File: src/rtl/mmu_geom_pkg.sv
`default_nettype none

//////////////////////////////
// Array geometry
//////////////////////////////

package mmu_geom_pkg;

    // Rows and columns of the grid
    // Also the number of operand beats per run
    localparam int N = 4;

    // Matrix element width, signed
    localparam int OPERAND_W = 8;

    // Result element width, signed, wraps on overflow
    localparam int ACC_W = 32;

    // Element of A or B
    typedef logic signed [OPERAND_W-1:0] operand_t;

    // Element of C
    typedef logic signed [ACC_W-1:0] acc_t;

endpackage

`default_nettype wire
File: src/rtl/mmu_seq_pkg.sv
`default_nettype none

//////////////////////////////
// Run control
//////////////////////////////

package mmu_seq_pkg;

    // Start edge to done pulse, in edges
    // Last product lands at 3N-2, done follows one edge later
    localparam int RUN_CYCLES = 3 * mmu_geom_pkg::N - 1;

    // Counter wide enough to hold RUN_CYCLES
    localparam int CNT_W = $clog2(RUN_CYCLES + 1);

    // Sequencer states
    typedef enum logic {
        SEQ_IDLE,
        SEQ_RUN
    } seq_state_t;

endpackage

`default_nettype wire

File: src/rtl/mmu_sequencer.sv
`timescale 1ns/1ns
`default_nettype none

module mmu_sequencer (
    input  logic clk,
    input  logic rst,
    // One-cycle request from the host
    input  logic start,
    // Zeroes the accumulators on the start edge
    output logic clear,
    output logic busy,
    // One-cycle pulse, sums are final
    output logic done
);

    mmu_seq_pkg::seq_state_t         state;
    logic [mmu_seq_pkg::CNT_W-1:0]   cnt;
    logic                            accept;

    // Starts while running are dropped
    assign accept = start && (state == mmu_seq_pkg::SEQ_IDLE);

    // Clear coincides with the accepted start edge
    assign clear = accept;

    // High from the start edge until the done cycle
    assign busy = (state == mmu_seq_pkg::SEQ_RUN);

    //////////////////////////////
    // Run FSM
    //////////////////////////////

    always_ff @(posedge clk or posedge rst) begin
        if (rst) begin
            state <= mmu_seq_pkg::SEQ_IDLE;
            cnt   <= '0;
            done  <= 1'b0;
        end else begin
            // Done is a pulse by default
            done <= 1'b0;
            case (state)
                mmu_seq_pkg::SEQ_IDLE: begin
                    if (accept) begin
                        state <= mmu_seq_pkg::SEQ_RUN;
                        cnt   <= '0;
                    end
                end
                mmu_seq_pkg::SEQ_RUN: begin
                    // cnt counts edges since the start edge, minus one
                    if (int'(cnt) == mmu_seq_pkg::RUN_CYCLES - 1) begin
                        state <= mmu_seq_pkg::SEQ_IDLE;
                        done  <= 1'b1;
                        cnt   <= '0;
                    end else begin
                        cnt <= cnt + 1'b1;
                    end
                end
                default: state <= mmu_seq_pkg::SEQ_IDLE;
            endcase
        end
    end

endmodule

`default_nettype wire

File: config.mk
export PLATFORM = sky130hd
export DESIGN_NAME = mmu_sequencer
export DESIGN_NICKNAME = d
export VERILOG_FILES = /design/src/rtl/mmu_geom_pkg.sv /design/src/rtl/mmu_seq_pkg.sv /design/src/rtl/mmu_sequencer.sv
export SDC_FILE = /design/constraint.sdc
export NUM_CORES = 1
export LEC_CHECK = 0
export BUFFER_PORTS_ARGS = -buffer_cell sky130_fd_sc_hd__buf_4
export CORE_AREA = 2 2 39 41
export CTS_BUF_LIST = sky130_fd_sc_hd__clkbuf_16
export CTS_CLUSTER_DIAMETER = 80
export DETAILED_ROUTE_END_ITERATION = 12
export DIE_AREA = 0 0 41 43
export PLACE_DENSITY = 0.49
export RECOVER_POWER = 25
export SYNTH_ARGS = -nofsm -noshare
export SYNTH_HDL_FRONTEND = slang
export SYNTH_SLANG_ARGS = --single-unit
export TNS_END_PERCENT = 10
File: constraint.sdc
create_clock -name clk -period 1.8 [get_ports clk]
set_input_delay 0.27 -clock clk [delete_from_list [all_inputs] [get_ports clk]]
set_output_delay 0.27 -clock clk [all_outputs]
set_load 0.01 [all_outputs]
# Yosys cells after proc, flatten, opt, wreduce, memory -nomap -nowiden
# Cells that the tools add are included.
dict set report op_classes {
  add_sub_neg 1
  eq_ne 2
  mux 8
  bitwise 1
  n_reduce_logical 1
}
# op count
set ops {}
lappend ops {{two-way mux 4 bit} 2}
lappend ops {{case mux 4 bit (2 select lines)} 1}
lappend ops {{adder 4 x 1 -> 4 bit, second input constant} 1}
lappend ops {{== test 4 bit, second input constant} 1}
lappend ops {{two-way mux 1 bit} 4}
lappend ops {{inequality test 2 bit, second input constant} 1}
lappend ops {{case mux 1 bit (2 select lines)} 1}
lappend ops {{logical AND 1 bit} 1}
lappend ops {{inverter 1 bit} 1}
dict set report word_totals {
  regBits 6
  out_inout_bits 3
  elab_cells 16
}

# Logic depth before layout (Yosys ltp)
dict set report depth {
  depth_word 4
  depth_mapped 5
  mapped_depth_nobuf 5
}

# Least setup slack after synthesis
# No wires, ideal clock.
dict set report synth_timing {
  path_kind {reg2reg}
  start {reg cnt[0] in the netlist's numbering}
  end {reg cnt[3] in the netlist's numbering}
  setup_ns 0.124
  arrival_time_ns 0.951
  required_ns 1.676
  slack_ns 0.726
  path_stages_with_launch 6
  n_path_buf 0
  period_less_slack_ns 1.074
  path_cell_list {dfrtp_1 inv_1 ha_1 and4bb_1 a21oi_1 o21ai_1}
}
dict set report synth_between {
  elab_chain_len 3
  elab_cells_between_ends 4
}
# element line_no
set synth_lines {}
lappend synth_lines {{from (decl)} mmu_sequencer.sv:17} ;# logic [mmu_seq_pkg::CNT_W-1:0] cnt;
lappend synth_lines {{from (signal assigned)} mmu_sequencer.sv:55} ;# cnt <= cnt + 1'b1;
lappend synth_lines {{adder 4 x 1 -> 4 bit or == test 4 bit (tied branches)} {mmu_sequencer.sv:55, mmu_sequencer.sv:50}}
lappend synth_lines {{two-way mux 4 bit (*)} mmu_sequencer.sv:50} ;# if (int'(cnt) == mmu_seq_pkg::RUN_CYCLES - 1) begin
lappend synth_lines {{case mux 4 bit (2 select lines) (*)} mmu_sequencer.sv:41} ;# case (state)
# Every way passes the cells marked *; elsewhere a longest branch is shown, timed or not.
# A chain may end at the register's enable or synchronous reset.

# Final worst setup path
dict set report layout_timing {
  start {reg state (netlist: busy)}
  end {out clear}
}
dict set report layout_between {
  elab_chain_len 2
}
# element line_no
set layout_lines {}
lappend layout_lines {{from (decl)} mmu_sequencer.sv:16} ;# mmu_seq_pkg::seq_state_t state;
lappend layout_lines {{from (signal assigned)} mmu_sequencer.sv:35} ;# state <= mmu_seq_pkg::SEQ_IDLE;
lappend layout_lines {{from (signal assigned)} mmu_sequencer.sv:44} ;# state <= mmu_seq_pkg::SEQ_RUN;
lappend layout_lines {{from (signal assigned)} mmu_sequencer.sv:51} ;# state <= mmu_seq_pkg::SEQ_IDLE;
lappend layout_lines {{inverter 1 bit} n/a}
lappend layout_lines {{logical AND 1 bit} mmu_sequencer.sv:21} ;# assign accept = start && (state == mmu_seq_pkg::SEQ_IDLE);
lappend layout_lines {{to (decl)} mmu_sequencer.sv:10} ;# output logic clear,
# No other way between the ends.

==> flow_results.org <==
** Run status
- The run finished with clean final reports.

** Flow run
- The tool flagged a number of max-cap violations equal to 0.

** Layout
- Cells fill 31.9% of the core in the end.
- Top library cells by usage in the layout, fill and taps aside :: sky130_fd_sc_hd__nand2_1, sky130_fd_sc_hd__dfrtp_1, sky130_fd_sc_hd__o21ai_1, sky130_fd_sc_hd__buf_4
- Final non-filler cell area :: 442 µm²
- Post-synthesis to final-layout area growth :: 47.7%
- Fraction of layout cells with a size suffix above 1 :: 22.5%
- # diodes :: 0
- For this run, the post-layout net count is 47.

** Logic synthesis
- Yosys warning count :: 0
- After technology mapping, the gate count stands at 31.
- In this run, distinct cell masters in the synthesized netlist total 14.
- After synthesis the cells add up to 299 µm².
- Per-instance average area after synthesis :: 9.65 µm²
- Sequential element share of the synthesized area :: 50.2%
- The number of nets handed over by synthesis was 36.
- Synthesis inferred 6 register bits.

** Floorplanning
- Measured along the y axis, the die boundary spans 43 µm.
- In this run the horizontal extent of the chip is 41 µm.
- The initial utilization of the core area, before any placement, comes to 21.6%.
- Top-Level Pins :: 6
- Standard-cell row count :: 14
- The region available for standard cell placement spans 0.00138 mm².
- Die footprint :: 0.00176 mm²

** Clock tree
- TritonCTS sink count :: 6
- The number of clock buffers added by TritonCTS is 3.
- Clock latency of the later-clocked register in the worst-skew pair :: 230 ps
- In this run the deepest clock path goes through 2 buffers.
- TritonCTS built the clock tree.
- Clock-pin slew was measured on the worst setup and hold paths at 30 ps.
- In this run the number of H-tree levels came out at 1.
- Gates resized during post-CTS repair numbered 0.
- Root cell of the clock tree :: sky130_fd_sc_hd__clkbuf_16

** Hold path
- Hold Crit Class :: in -> reg

** STA
- Across all hold checks on the routed design, the worst slack comes to 325 ps.
- Clock skew on the completed layout was measured at 2.51 ps.
- After routing, the total negative slack on setup checks comes to 0 ps.
- For the finished layout, the period the worst path requires is 1220 ps.
- Setup-violating endpoint count in the final report :: 0
- At the pin with the least slew margin, the transition time is 302 ps.
- The count of endpoints failing hold in the final timing report is 0.
- In the finished design, the share of the clock period the worst path needs comes to 67.9%.
- The max-slew violation total from the final report was 0.
- Unrepaired setup endpoints after global routing :: false
- Worst max-slew margin expressed relative to the limit :: 79.8%
- Achievable clock frequency :: 0.818 GHz

** Pwr
- Summed over all nets, the switching power comes to 0.000250 W.
- Dividing total power by cell area gives a power density of 1890 mW/mm².
- Tot Pwr :: 0.000837 W
- Clock network power share :: 42.9%
- Comb power frac :: 25.4%
- Internal power component :: 0.000587 W
- Net switching is 29.8% of the power.
- Reg power frac :: 31.7%
- Peak supply drop :: 0.764 mV
- In this run the static leakage power is 0.211 nW.

** Detailed routing
- Aggregate routed wire length :: 570 µm
- Number of search-and-repair iterations in the first detailed-routing pass :: 4
- Once detail routing completed, the nets flagged for antenna violations numbered 0.
- The final route contains 245 vias.
- First-iteration detailed-routing DRC count :: 7
- DR vias/cell :: 4.38
- Average wire per standard cell :: 10.2 µm
- For this run, design rule violations remaining after detail routing come to 0.

** Setup path
- In this run the register-to-register setup slack is 670 ps.
- The most critical setup path has its startpoint at busy$_DFF_PP0_.
- CP max FO :: 10
- Type of element launching the critical path :: flop
- Data on the critical path is required at its endpoint by 1530 ps.
- The endpoint identified for the worst register-to-register timing path is busy$_DFF_PP0_.
- Source of the worst register-to-register timing path :: cnt[0]$_DFFE_PP0P_
- Measured in cells, the most critical reg-to-reg path has a length of 5.
- Worst Setup EP :: clear
- Crit path max-delay cell type :: sky130_fd_sc_hd__dfrtp_1
- Crit path DAT :: 950 ps
- The signal on the critical path passes through nor2_1 > buf_4.
- Class of the most critical setup path :: reg -> out
- On the worst path, the slowest cell contributes a delay of 460 ps.
- Kind of end point of the critical path :: output port

** Place
- Buffers placed on the I/O ports in this run total 5.
- After detailed placement, the total cell area comes to 357 µm².
- Estimated wirelength of the detail-placed design :: 402 µm
- At the end of routability-driven placement, the weighted congestion stood at 0.688.

** GRT
- The number of global-route vias before repair is 222.
- Entering global routing, the biggest net connects 11 pins.
- The first global-routing pass estimated 972 µm of wire.
- Congestion Overflow GR :: 0
- The number of antenna violations at the first check in global routing is 0.
- Across every metal layer, demand over resource in global routing totals 9.99%.
[metal layers]
metal	global-route usage (%)	vias up	part of all wire, %
li1	-	122	-
met1	9.80	104	39
met2	10.9	14	40
met3	8.38	5	14
met4	12.0	0	6.3
met5	0	-	0
[flip-flops by register name, summed over array words and instances, names as in the netlist]
name / count
cnt: 4
busy: 1
done: 1
[cells in the mapped netlist]
cell type | n | share of area, %
sky130_fd_sc_hd__nand4b_1 | 1 | 2.9
sky130_fd_sc_hd__and4bb_1 | 1 | 4.2
sky130_fd_sc_hd__ha_1 | 2 | 8.4
sky130_fd_sc_hd__nor3b_1 | 1 | 2.5
sky130_fd_sc_hd__o21ai_1 | 4 | 6.7
sky130_fd_sc_hd__dfrtp_1 | 6 | 50
sky130_fd_sc_hd__nor2_1 | 2 | 2.5
sky130_fd_sc_hd__nor2b_1 | 1 | 2.1
sky130_fd_sc_hd__o21ai_2 | 1 | 2.9
sky130_fd_sc_hd__nand2_1 | 6 | 7.5
sky130_fd_sc_hd__xor2_1 | 1 | 2.9
sky130_fd_sc_hd__inv_1 | 3 | 3.8
sky130_fd_sc_hd__a21oi_1 | 1 | 1.7
sky130_fd_sc_hd__o21ai_0 | 1 | 1.7
[layout make-up]
cell class                 count  area [µm²]
inverter                       3        11.3
sequential                     6         150
tap                           16        20.0
timing repair buffer           6        47.5
fill                         140         942
clock buffer                   3        75.1
multi-input combinational     22         138
[power by group through the flow]
stage | Sequential, W | Clock [W] | Combinational [W]
floorplan | 0.000256 | 0 | 0.000149
global placement | 0.000266 | 0 | 0.000215
detailed placement | 0.000265 | 0 | 0.000213
CTS | 0.000263 | 0.000367 | 0.000217
global route | 0.000275 | 0.000373 | 0.000245
finish | 0.000265 | 0.000359 | 0.000212
[worst max-delay path: cells and delay by family, from the launching register on]
kind                   cells  cell delay (ps)
DFF                        1              460
and+or+nand+nor            1              140
buffers and inverters      1              120
[worst min-delay path by stage]
stage	startpoint	to	cells past startpoint	slack [ps]
floorplan	rst	busy$_DFF_PP0_	1	60
global placement	rst	cnt[3]$_DFFE_PP0P_	2	220
detailed placement	rst	cnt[3]$_DFFE_PP0P_	2	210
CTS	start	busy$_DFF_PP0_	3	320
global route	start	busy$_DFF_PP0_	3	370
finish	start	busy$_DFF_PP0_	3	320
[metrics by stage]
stage / std cells / setup WS, ps
2_1_floorplan: 31 / 726
3_3_place_gp: 52 / 663
3_5_place_dp: 52 / 675
4_1_cts: 56 / 580
5_1_grt: 56 / 515
6_report: 56 / 578
[repair_timing]
item / 4_1_cts / 5_1_grt
setup buffers: 0 / 0
endpoints found under the hold margin: 6 / 0
hold buffers: 1 / 0
[logic make-up (layout without fill, tap and decap cells)]
logic type / after synthesis / count (layout) / share of synthesized area, %
adders and majority gates: 2 / 2 / 8.37
DFF: 6 / 6 / 50.2
xor gates and xnor gates: 1 / 1 / 2.93
buffers and inverters: 3 / 12 / 3.77
AOI/OAI and AO/OA: 7 / 7 / 13.0
and+or+nand+nor: 12 / 12 / 21.8
Power figures use the tool's default switching activity.
