**src/rtl/mmu_geom_pkg.sv**
```systemverilog
`default_nettype none

//////////////////////////////
// Array geometry
//////////////////////////////

package mmu_geom_pkg;

    // Rows and columns of the grid
    // Also the number of operand beats per run
    localparam int N = 4;

    // Matrix element width, signed
    localparam int OPERAND_W = 8;

    // Result element width, signed, wraps on overflow
    localparam int ACC_W = 32;

    // Element of A or B
    typedef logic signed [OPERAND_W-1:0] operand_t;

    // Element of C
    typedef logic signed [ACC_W-1:0] acc_t;

endpackage

`default_nettype wire
```
**src/rtl/operand_skewer.sv**
```systemverilog
`timescale 1ns/1ns
`default_nettype none

module operand_skewer (
    input  logic                    clk,
    input  logic                    rst,
    // High during the N operand beats
    input  logic                    valid,
    input  mmu_geom_pkg::operand_t  lane_in  [mmu_geom_pkg::N],
    output mmu_geom_pkg::operand_t  lane_out [mmu_geom_pkg::N]
);

    // Lanes after idle beats are zeroed
    mmu_geom_pkg::operand_t lane_gated [mmu_geom_pkg::N];

    genvar i;
    generate
        for (i = 0; i < mmu_geom_pkg::N; i++) begin : g_lane
            // Stale bus values never reach an accumulator
            assign lane_gated[i] = valid ? lane_in[i] : '0;

            if (i == 0) begin : g_pass
                // Lane 0 goes straight through
                assign lane_out[i] = lane_gated[i];
            end else begin : g_delay
                // Shift chain of depth i
                mmu_geom_pkg::operand_t chain [0:i-1];

                always_ff @(posedge clk or posedge rst) begin
                    if (rst) begin
                        for (int k = 0; k < i; k++) begin
                            chain[k] <= '0;
                        end
                    end else begin
                        chain[0] <= lane_gated[i];
                        for (int k = 1; k < i; k++) begin
                            chain[k] <= chain[k-1];
                        end
                    end
                end

                // Oldest stage is the diagonal wavefront
                assign lane_out[i] = chain[i-1];
            end
        end
    endgenerate

endmodule

`default_nettype wire

```
**config.mk**
```make
export PLATFORM = sky130hd
export DESIGN_NAME = operand_skewer
export DESIGN_NICKNAME = d
export VERILOG_FILES = /design/src/rtl/mmu_geom_pkg.sv /design/src/rtl/operand_skewer.sv
export SDC_FILE = /design/constraint.sdc
export NUM_CORES = 1
export LEC_CHECK = 0
export BUFFER_PORTS_ARGS = -buffer_cell sky130_fd_sc_hd__buf_2
export CAP_MARGIN = 25
export CORE_MARGIN = 1.5
export CORE_UTILIZATION = 53
export CTS_BUF_LIST = sky130_fd_sc_hd__clkbuf_8
export DETAILED_ROUTE_END_ITERATION = 12
export HOLD_SLACK_MARGIN = 0.05
export PLACE_DENSITY = 0.87
export SLEW_MARGIN = 5
export SYNTH_ARGS = -nofsm -noshare
export SYNTH_HDL_FRONTEND = slang
export SYNTH_SLANG_ARGS = --single-unit
```
**constraint.sdc**
```tcl
create_clock -name clk -period 3.6 [get_ports clk]
set_input_delay 0.9 -clock clk [delete_from_list [all_inputs] [get_ports clk]]
set_output_delay 0.9 -clock clk [all_outputs]
set_load 0.005 [all_outputs]
```
**Word-level counts from Yosys, hierarchy flattened**

Index checks and enable logic that the tools add are counted.

- Add/sub/neg operators: 0
- Multiply operators: 0
- Div/mod/pow operators: 0
- Magnitude comparators: 0
- Equal/unequal tests: 0
- Shift-type cells: 0
- Multiplexer cells: 4
- Bitwise operators: 0
- Reduce and logical (&&, ||, !) cells: 0

Operator list:

| kind | count |
|---|---|
| $mux W8 | 4 |

- Flip-flop bits (word level): 48
- Latch bits: 0
- RAM bits: 0
- Memory bits (read-only): 0
- Output and inout port bits: 32
- Memories kept: 0

**Logic depth before layout (Yosys ltp)**

Gate-level depths: netlist of run 1.

- Depth in word-level cells: 1
- Mapped depth: 3

**Least setup slack after synthesis of run 1**

No wires, ideal clock.

- Path kind: input -> output
- From: in valid
- To: out lane_out[24] in the netlist's numbering
- Arrival time: 1.307 ns
- Slack: 1.393 ns
- Stages: 3
- Path buffers: 2
- Path through: clkbuf_2 > and2_2 > buf_4

RTL lines:

| element | RTL line | text |
|---|---|---|
| start: declaration | operand_skewer.sv:8 | `input logic valid,` |
| end: declaration | operand_skewer.sv:10 | `output mmu_geom_pkg::operand_t lane_out [mmu_geom_pkg::N]` |

==> run_results.csv, run 1 <==
group,metric,value,unit
status,status,"completed",
placed_design,dp.cells,180,
global_routing,grt_first_pass_wirelength,3420,um
worst_setup_path,worstPathArrival,1.51,ns
yosys,postSynthAreaPerCell,15.2,um^2
drt,dr.pass1.iters,3,
worst_setup_path,criticalPathCategory,"in -> out",
power,ir_drop,0.301,mV
die,num_rows,20,
cts,clkLatencyLatePin,0.28,ns
cts,hold_buffers,0,
cts,clockBufferDepth,2,
yosys,synthesis.nets,143,
cts,htree_levels,2,
cts,clockRootBuffer,"clkbuf_8",
sta,setup_ws,1.19,ns
run,maxCapViolations,0,
yosys,post_synth_main_area_contributors,"dfrtp_1 (73%), and2_2 (15%), buf_4 (11%)",
die,core,3000,um^2
cts,cts_num_sinks,48,
final_layout,utilization,64.2,%
sta,slew_viol_final,0,
worst_setup_path,required,2.70,ns
sta,finalHoldViolations,0,
worst_setup_path,setup.worst_path.start_class,"input pin",
sta,worstMarginPinSlew,0.342,ns
placed_design,dpl_cell_area,1820,um^2
placed_design,place.gp.congestion,0.775,
global_routing,antenna_found_initial,0,
yosys,yosys-top-cells-count,"dfrtp_1 (48), and2_2 (32), buf_4 (24)",
die,die_x,58.6,um
yosys,yosysSeqAreaShare,73.2,%
cts,clk_pin_slew,0.07,ns
global_routing,grt_usage,14.3,%
global_routing,grt_pass1_vias,831,
yosys,synth-edff-count,0,
yosys,syn_inst,108,
placed_design,io_buffers,66,
yosys,synth-warning-count,0,
power,fin_total_pwr,0.941,mW
global_routing,grt-ovfl-total,0,
global_routing,grt_max_degree,49,
final_layout,syn_to_final_growth,17.5,%
sta,setup_viol,0,
drt,drc,0,
yosys,yosysUniqueCellTypes,5,
worst_setup_path,crit_chain,"buf_2 > and2_2 > buf_2",
final_layout,stdcell_area,1930,um^2
worst_setup_path,worstPathMaxFanout,32,
die,start_util,54.6,%
final_layout,drive_gt1_share,67.9,%
drt,vias_per_cell,4.36,
final_layout,nets,190,
yosys,synth_area,1640,um^2
sta,tns,0,ns
die,dieArea,3440,um^2
worst_setup_path,worst_path_max_delay_cell,"buf_2",
drt,post_drt_wl_per_cell,11.9,um
drt,vias,824,
drt,routed_wl,2240,um
yosys,synth.most_common_cell,"dfrtp_1",
sta,rsz0062_at_grt,"no",
cts,cts_tree,"built",
final_layout,layout.cells.non_filler,189,
cts,cts_resized,0,
yosys,synth-main-ff-cell,"dfrtp_1",
min_path,hold_class,"reg -> reg",
cts,cts_inserted_buffers,5,
yosys,yosysTopAreaCell,"dfrtp_1",
sta,min_period_over_period,67.0,%
drt,drt-initial-drc-count,11,
yosys,synth_top_area_share,73.2,%
sta,fmax,0.415,GHz
die,io_pins,67,
die,die_h,58.6,um
yosys,synth-seq-cells,48,
placed_design,post-place-ws,1.17,ns
worst_setup_path,crit_buf_inv,2,
sta,hold_ws,0.350,ns
worst_setup_path,crit_top_cell,"buf_2",
worst_setup_path,crit_family,"buffers and inverters",
drt,drtAntennaViolNets,0,
worst_setup_path,cp-end-kind,"primary output",
worst_setup_path,max_stage_delay,0.29,ns
power,power_density,488,nW/um^2
cts,post_cts_buffers,0,
final_layout,diodes,0,
sta,relSlewSlack,77.1,%
yosys,ys_async_sr_fraction,100,%
sta,min_period,2.41,ns
sta,fin_skew,0.00259,ns
power,p_leak,1.08,nW
## path summary, 6_finish.rpt
check / start / end / slack [ns] / cells past startpoint
max: valid / lane_out[27] / 1.19 / 3
min: g_lane[3].g_delay.chain[10]$_DFF_PP0_ / lane_out[2]$_DFF_PP0_ / 0.35 / 0
max reg2reg: g_lane[3].g_delay.chain[22]$_DFF_PP0_ / g_lane[3].g_delay.chain[14]$_DFF_PP0_ / 3.12 / 0
min reg2reg: g_lane[3].g_delay.chain[10]$_DFF_PP0_ / lane_out[2]$_DFF_PP0_ / 0.35 / 0
max in group asynchronous: rst / g_lane[2].g_delay.chain[13]$_DFF_PP0_ / 2.57 / 3
min in group asynchronous: rst / lane_out[15]$_DFF_PP0_ / 0.57 / 2
## where the power goes
group          leakage (nW)  internal, mW  switching, mW  total [mW]
combinational         0.408        0.0394         0.0304      0.0699
clock                0.0538         0.151          0.148       0.298
sequential            0.619         0.566        0.00668       0.572
total                  1.08         0.756          0.185       0.941
## logic make-up (layout without fill, tap and decap cells)
logic type | after synthesis | after routing | share of synthesized area, %
buffers and inverters | 28 | 76 | 12.1
flip-flops | 48 | 48 | 73.2
AND/OR/NAND/NOR | 32 | 32 | 14.6
## metal layers
layer / vias up / global-route usage (%) / part of all wire, %
met1: 382 / 14.2 / 36
met5: - / 0 / 0
met3: 7 / 5.05 / 7.5
met4: 0 / 8.77 / 2.7
met2: 45 / 25.2 / 54
li1: 390 / - / -
## state kept, by name, summed over array words and instances, names as in the netlist
register / cells
g_lane.g_delay.chain: 32
lane_out: 16
## cell usage in the layout (no fill, tap or decap)
| cell type | n |
|---|---|
| clkbuf_8 | 6 |
| buf_12 | 1 |
| dfrtp_1 | 48 |
| inv_2 | 1 |
| buf_2 | 66 |
| inv_1 | 2 |
| and2_2 | 32 |
## layout make-up
class                   count  area [um^2]
clock buffers               6         82.6
clock inverters             2         7.51
fillers                   222         1080
inverters                   1         3.75
multi-input cells          32          240
flip-flops and latches     48         1200
well taps                  33         41.3
repair buffers             67          350
Note: power is estimated with default switching activity, not from simulation.
==> inputs of run 2 (changes only) <==
--- a/config.mk
+++ b/config.mk
@@ -5,14 +5,15 @@
 export SDC_FILE = /design/constraint.sdc
 export NUM_CORES = 1
 export LEC_CHECK = 0
+export ABC_AREA = 1
 export BUFFER_PORTS_ARGS = -buffer_cell sky130_fd_sc_hd__buf_2
 export CAP_MARGIN = 25
 export CORE_MARGIN = 1.5
-export CORE_UTILIZATION = 53
+export CORE_UTILIZATION = 49
 export CTS_BUF_LIST = sky130_fd_sc_hd__clkbuf_8
 export DETAILED_ROUTE_END_ITERATION = 12
 export HOLD_SLACK_MARGIN = 0.05
-export PLACE_DENSITY = 0.87
+export PLACE_DENSITY = 0.81
 export SLEW_MARGIN = 5
 export SYNTH_ARGS = -nofsm -noshare
 export SYNTH_HDL_FRONTEND = slang
==> constraint.sdc (replaced) <==
create_clock -name clk -period 2.35 [get_ports clk]
set_input_delay 0.5875 -clock clk [delete_from_list [all_inputs] [get_ports clk]]
set_output_delay 0.5875 -clock clk [all_outputs]
set_load 0.005 [all_outputs]
==> run 2 against run 1 <==
Effect of this change:
- die area is 8.9% higher
- first-iteration DRC count grew to 2.6 times the previous value
- sequential share of layout area is 0.12 points higher
- cell count is 23% higher
- non-clock buffer count is 1 higher
- setup slack worse by 0.54 ns
- sequential power is 53% higher
- via count is 9.6% higher
- core utilization is 2.7 points lower
- sequential cell count stayed put
- highest routed layer unchanged
==> run_results.csv, run 2 <==
group,metric,value,unit
final_layout,layout.cells.non_filler,232,
yosys,synth-seq-cells,48,
die,die_x,61.2,um
cts,htree_levels,2,
sta,slew_viol_final,0,
worst_setup_path,crit_family,"buffers and inverters",
yosys,synth-edff-count,0,
sta,rsz0062_at_grt,"no",
yosys,ys_async_sr_fraction,100,%
power,p_sw,0.293,mW
die,start_util,53.0,%
cts,clockRootBuffer,"clkbuf_8",
sta,fin_skew,0.00322,ns
drt,post_drt_wl_per_cell,9.44,um
yosys,yosysSeqAreaShare,72.4,%
cts,post_cts_buffers,0,
yosys,synthesis.nets,175,
global_routing,antenna_found_initial,0,
final_layout,diodes,0,
worst_setup_path,cp-end-kind,"primary output",
cts,cts_tree,"built",
yosys,post_synth_main_area_contributors,"dfrtp_1 (72%), buf_4 (11%), inv_1 (7.5%)",
drt,drt-initial-drc-count,29,
final_layout,nets,223,
worst_setup_path,rr_worst_depth,0,
cts,clkLatencyLatePin,0.29,ns
sta,min_period_over_period,72.6,%
cts,clockBufferDepth,2,
min_path,hold_class,"reg -> reg",
cts,hold_buffers,0,
sta,fmax,0.586,GHz
worst_setup_path,reg2reg_slack,1.86,ns
worst_setup_path,setup.worst_path.start_class,"input pin",
cts,clk_pin_slew,0.07,ns
status,status,"completed",
yosys,yosys-top-cells-count,"dfrtp_1 (48), inv_1 (33), nand2_1 (32)",
final_layout,syn_to_final_growth,15.9,%
drt,drc,0,
die,die_h,61.2,um
global_routing,grt_max_degree,49,
yosys,synth_area,1660,um^2
final_layout,drive_gt1_share,39.9,%
sta,relSlewSlack,63.9,%
sta,worstMarginPinSlew,0.542,ns
power,p_leak,1.28,nW
drt,vias_per_cell,3.89,
sta,setup_ws,0.645,ns
cts,cts_num_sinks,48,
worst_setup_path,cp-endpoint,"lane_out[24]",
worst_setup_path,crit_start,"valid",
worst_setup_path,crit_buf_inv,3,
global_routing,grt_usage,14.5,%
power,clkPwrFrac,30.3,%
cts,cts_resized,0,
drt,vias,903,
placed_design,place.gp.congestion,0.751,
die,num_rows,20,
yosys,yosysUniqueCellTypes,5,
worst_setup_path,cp.depth,4,
yosys,synth_top_area_share,72.4,%
sta,tns,0,ns
global_routing,grt-ovfl-total,0,
power,p_sw_share,20.8,%
final_layout,final_common_cell,"buf_2",
die,core,3130,um^2
yosys,yosysTopAreaCell,"dfrtp_1",
worst_setup_path,max_stage_delay,0.27,ns
cts,cts_inserted_buffers,5,
yosys,postSynthAreaPerCell,11.9,um^2
power,power_density,731,nW/um^2
final_layout,largest_register,"g_lane.g_delay.chain",
drt,routed_wl,2190,um
drt,dr.pass1.iters,2,
worst_setup_path,crit-reg2reg-launch,"g_lane[3].g_delay.chain[19]$_DFF_PP0_",
yosys,synth-warning-count,0,
run,maxCapViolations,0,
power,ir_drop,0.344,mV
yosys,synth.most_common_cell,"dfrtp_1",
power,p_seq_share,62.3,%
worst_setup_path,worst_path_max_delay_cell,"buf_2",
die,io_pins,67,
die,dieArea,3740,um^2
worst_setup_path,criticalPathCategory,"in -> out",
placed_design,post-place-ws,0.640,ns
worst_setup_path,crit_chain,"buf_2 > nand2_1 > inv_1 > buf_2",
placed_design,dp.cells,225,
placed_design,dpl_cell_area,1850,um^2
final_layout,stdcell_area,1920,um^2
sta,min_period,1.71,ns
worst_setup_path,r2r-end,"g_lane[3].g_delay.chain[11]$_DFF_PP0_",
global_routing,grt_first_pass_wirelength,3560,um
placed_design,hpwl,1640,um
drt,drtAntennaViolNets,0,
worst_setup_path,crit_top_cell,"buf_2",
yosys,syn_inst,140,
worst_setup_path,worstPathMaxFanout,19,
final_layout,largest_reg_flops,32,
sta,finalHoldViolations,0,
power,p_int,1.11,mW
power,p_comb_share,7.5,%
worst_setup_path,required,1.76,ns
yosys,synth-main-ff-cell,"dfrtp_1",
worst_setup_path,worstPathArrival,1.12,ns
placed_design,io_buffers,66,
final_layout,final_cell_mix,"buf_2 (66), dfrtp_1 (48), inv_1 (33), nand2_1 (32), clkbuf_8 (5)",
global_routing,grt_pass1_vias,838,
sta,setup_viol,0,
run 2: cell types whose count changed in the layout (fill, tap and decap cells not counted), sizes merged:
cell,change
nand2,+32
inv,+31
clkinv,+1
clkbuf,-1
buf,+1
and2,-32
run 2: layout make-up:
| cell class | instances | area (um^2) |
|---|---|---|
| clock inverter | 2 | 8.76 |
| inverter | 33 | 124 |
| fill | 276 | 1200 |
| clock buffer | 5 | 68.8 |
| tap | 44 | 55.1 |
| sequential | 48 | 1200 |
| timing repair buffer | 68 | 345 |
| multi-input combinational | 32 | 120 |
run 2: stage by stage:
step	power, mW	util (%)	hold slack, ns
2_1_floorplan	0.966	-	0.331
3_3_place_gp	0.996	59.0	0.333
3_5_place_dp	1.00	59.0	0.335
4_1_cts	1.43	61.5	0.352
5_1_grt	1.48	61.5	0.357
6_report	1.41	61.5	0.350
run 2: worst min path at each step:
stage	from	end	slack, ns	cells past startpoint
after global placement	g_lane[2].g_delay.chain[9]$_DFF_PP0_	lane_out[9]$_DFF_PP0_	0.33	0
after floorplan	g_lane[3].g_delay.chain[18]$_DFF_PP0_	g_lane[3].g_delay.chain[10]$_DFF_PP0_	0.33	0
final	g_lane[3].g_delay.chain[23]$_DFF_PP0_	g_lane[3].g_delay.chain[15]$_DFF_PP0_	0.35	0
after global routing	g_lane[2].g_delay.chain[15]$_DFF_PP0_	lane_out[15]$_DFF_PP0_	0.36	0
after CTS	g_lane[3].g_delay.chain[23]$_DFF_PP0_	g_lane[3].g_delay.chain[15]$_DFF_PP0_	0.35	0
after detailed placement	g_lane[3].g_delay.chain[23]$_DFF_PP0_	g_lane[3].g_delay.chain[15]$_DFF_PP0_	0.33	0
run 2: power by group through the flow:
stage / Clock (mW) / Combinational, mW / Sequential, mW
4_1_cts: 0.449 / 0.108 / 0.876
3_3_place_gp: 0 / 0.105 / 0.891
3_5_place_dp: 0 / 0.108 / 0.893
5_1_grt: 0.479 / 0.122 / 0.881
6_report: 0.426 / 0.105 / 0.876
2_1_floorplan: 0 / 0.0744 / 0.892
run 2: kinds of logic (layout without fill, tap and decap cells):
group	after synthesis	after routing	synth area share, %
buffers and inverters	60	108	20.4
flip-flops	48	48	72.4
AND/OR/NAND/NOR	32	32	7.24
run 2: layer usage:
layer  global-route usage, %  part of all wire, %
met1                    15.1                   39
met5                       0                    0
met3                    4.41                  7.4
met2                    22.9                   49
met4                    14.0                  4.2
==> inputs of run 3 (changes only) <==
--- a/config.mk
+++ b/config.mk
@@ -5,7 +5,7 @@
 export SDC_FILE = /design/constraint.sdc
 export NUM_CORES = 1
 export LEC_CHECK = 0
-export ABC_AREA = 1
+export ABC_AREA = 0
 export BUFFER_PORTS_ARGS = -buffer_cell sky130_fd_sc_hd__buf_2
 export CAP_MARGIN = 25
 export CORE_MARGIN = 1.5
==> constraint.sdc (replaced) <==
create_clock -name clk -period 1.7 [get_ports clk]
set_input_delay 0.425 -clock clk [delete_from_list [all_inputs] [get_ports clk]]
set_output_delay 0.425 -clock clk [all_outputs]
set_load 0.005 [all_outputs]
==> run 3 against run 2 <==
Effect of this change:
- sequential share of layout area decreased by 1.0 points
- first-iteration DRC count fell by 69%
- clock-buffer cell count up 1
- cell area rose by 1.7%
- die area shrank 1.1%
- global-route usage down 0.18 points
- setup slack got worse by 0.29 ns
- register-to-register slack got worse by 0.67 ns
- worst hold slack lost 0.20 ns
- via count decreased by 8.6%
- core utilization grew 1.0 points
- largest cell class unchanged
==> run_results.csv, run 3 (same netlist as run 1, synthesis figures left out) <==
group,metric,value,unit
status,status,"completed",
die,io_pins,67,
worst_setup_path,setup.worst_path.start_class,"input pin",
sta,fin_skew,0.00440,ns
die,core,3130,um^2
final_layout,nets,191,
final_layout,diodes,0,
cts,clockBufferDepth,2,
power,clkPwrFrac,33.1,%
power,ir_drop,0.534,mV
sta,relSlewSlack,84.4,%
drt,post_drt_wl_per_cell,11.1,um
die,die_h,60.9,um
placed_design,hpwl,1690,um
worst_setup_path,worstPathArrival,0.92,ns
drt,drt-initial-drc-count,9,
cts,hold_buffers,0,
sta,min_period,1.35,ns
global_routing,grt_first_pass_wirelength,3530,um
cts,post_cts_buffers,0,
drt,vias,825,
final_layout,final_common_cell,"buf_2",
final_layout,largest_reg_flops,32,
worst_setup_path,crit_top_cell,"buf_2",
sta,fmax,0.741,GHz
global_routing,grt_usage,14.3,%
cts,cts_tree,"built",
sta,tns,0,ns
final_layout,utilization,62.5,%
worst_setup_path,crit_start,"valid",
placed_design,place.gp.congestion,0.776,
cts,cts_inserted_buffers,5,
worst_setup_path,worstPathMaxFanout,19,
sta,setup_viol,0,
cts,clockRootBuffer,"clkbuf_8",
cts,cts_num_sinks,48,
cts,clkLatencyLatePin,0.29,ns
drt,drc,0,
sta,worstMarginPinSlew,0.235,ns
min_path,hold_class,"in -> async",
die,start_util,52.4,%
cts,cts_resized,0,
global_routing,antenna_found_initial,0,
power,p_sw,0.423,mW
worst_setup_path,required,1.27,ns
sta,min_period_over_period,79.4,%
final_layout,final_cell_mix,"buf_2 (66), dfrtp_1 (48), and2_2 (32), clkbuf_8 (6), clkinvlp_4 (2)",
final_layout,syn_to_final_growth,19.2,%
worst_setup_path,criticalPathCategory,"in -> out",
sta,finalHoldViolations,0,
sta,rsz0062_at_grt,"no",
run,maxCapViolations,0,
power,p_seq_share,59.5,%
worst_setup_path,crit_family,"buffers and inverters",
worst_setup_path,crit_chain,"buf_2 > and2_2 > buf_2",
drt,drtAntennaViolNets,0,
power,p_sw_share,20.8,%
placed_design,io_buffers,66,
drt,routed_wl,2240,um
cts,htree_levels,2,
die,die_x,60.9,um
power,power_density,1040,nW/um^2
global_routing,grt_max_degree,49,
power,p_leak,1.07,nW
die,dieArea,3700,um^2
worst_setup_path,max_stage_delay,0.21,ns
global_routing,grt-ovfl-total,0,
drt,dr.pass1.iters,3,
worst_setup_path,worst_path_max_delay_cell,"buf_2",
sta,slew_viol_final,0,
worst_setup_path,crit-reg2reg-launch,"g_lane[2].g_delay.chain[14]$_DFF_PP0_",
final_layout,largest_register,"g_lane.g_delay.chain",
final_layout,drive_gt1_share,69.4,%
global_routing,grt_pass1_vias,856,
worst_setup_path,cp-end-kind,"primary output",
power,p_int,1.61,mW
power,p_comb_share,7.3,%
die,num_rows,20,
worst_setup_path,crit_buf_inv,2,
cts,clk_pin_slew,0.08,ns
drt,vias_per_cell,4.10,
==> run 3: cell types whose count changed in the layout (fill, tap and decap cells not counted), sizes merged <==
cell      change
clkbuf        +1
nand2        -32
and2         +32
clkinvlp      +2
inv          -33
clkinv        -1
==> run 3: layer usage <==
layer	up-vias	GRT usage [%]	share of wire [%]	routed length (um)
li1	391	-	-	-
met3	6	4.05	7.7	173
met5	-	0	0	0
met4	0	12.1	2.8	63
met2	43	23.8	53	1180
met1	385	14.8	37	821
==> run 3: through the flow <==
stage          cells  cell area [um^2]  total power, mW  hold WS [ns]  setup WS (ns)
5_1_grt          201              1960             2.13         0.157          0.274
3_5_place_dp     193              1860             1.39         0.335          0.329
4_1_cts          201              1960             2.07         0.156          0.334
2_1_floorplan    108              1640             1.33         0.331          0.131
6_report         201              1960             2.03         0.153          0.351
3_3_place_gp     193              1860             1.38         0.332          0.375
==> run 3: cell type report <==
class,count,area (um^2)
Multi-Input combinational cell,32,240
Inverter,1,3.75
Tap cell,44,55.1
Fill cell,235,1170
Timing Repair Buffer,68,358
Sequential cell,48,1200
Clock inverter,2,15.0
Clock buffer,6,82.6
==> run 3: path summary, 6_finish.rpt <==
kind                                                               to  slack, ns  depth (start not counted)
worst max-delay path                                     lane_out[25]       0.35                          3
worst min-delay path                            lane_out[5]$_DFF_PP0_       0.15                          3
worst max register to register                 lane_out[14]$_DFF_PP0_       1.19                          0
worst min register to register                  lane_out[5]$_DFF_PP0_       0.35                          0
max in group asynchronous       g_lane[2].g_delay.chain[15]$_DFF_PP0_       1.34                          3
min in group clk                g_lane[2].g_delay.chain[13]$_DFF_PP0_       0.35                          2
==> run 3: power by group through the flow <==
stage                     clock network (mW)  logic [mW]  registers, mW
after global placement                     0       0.147           1.23
after CTS                              0.699       0.153           1.21
after global routing                   0.746       0.170           1.22
final                                  0.674       0.149           1.21
after floorplan                            0       0.102           1.23
after detailed placement                   0       0.153           1.24
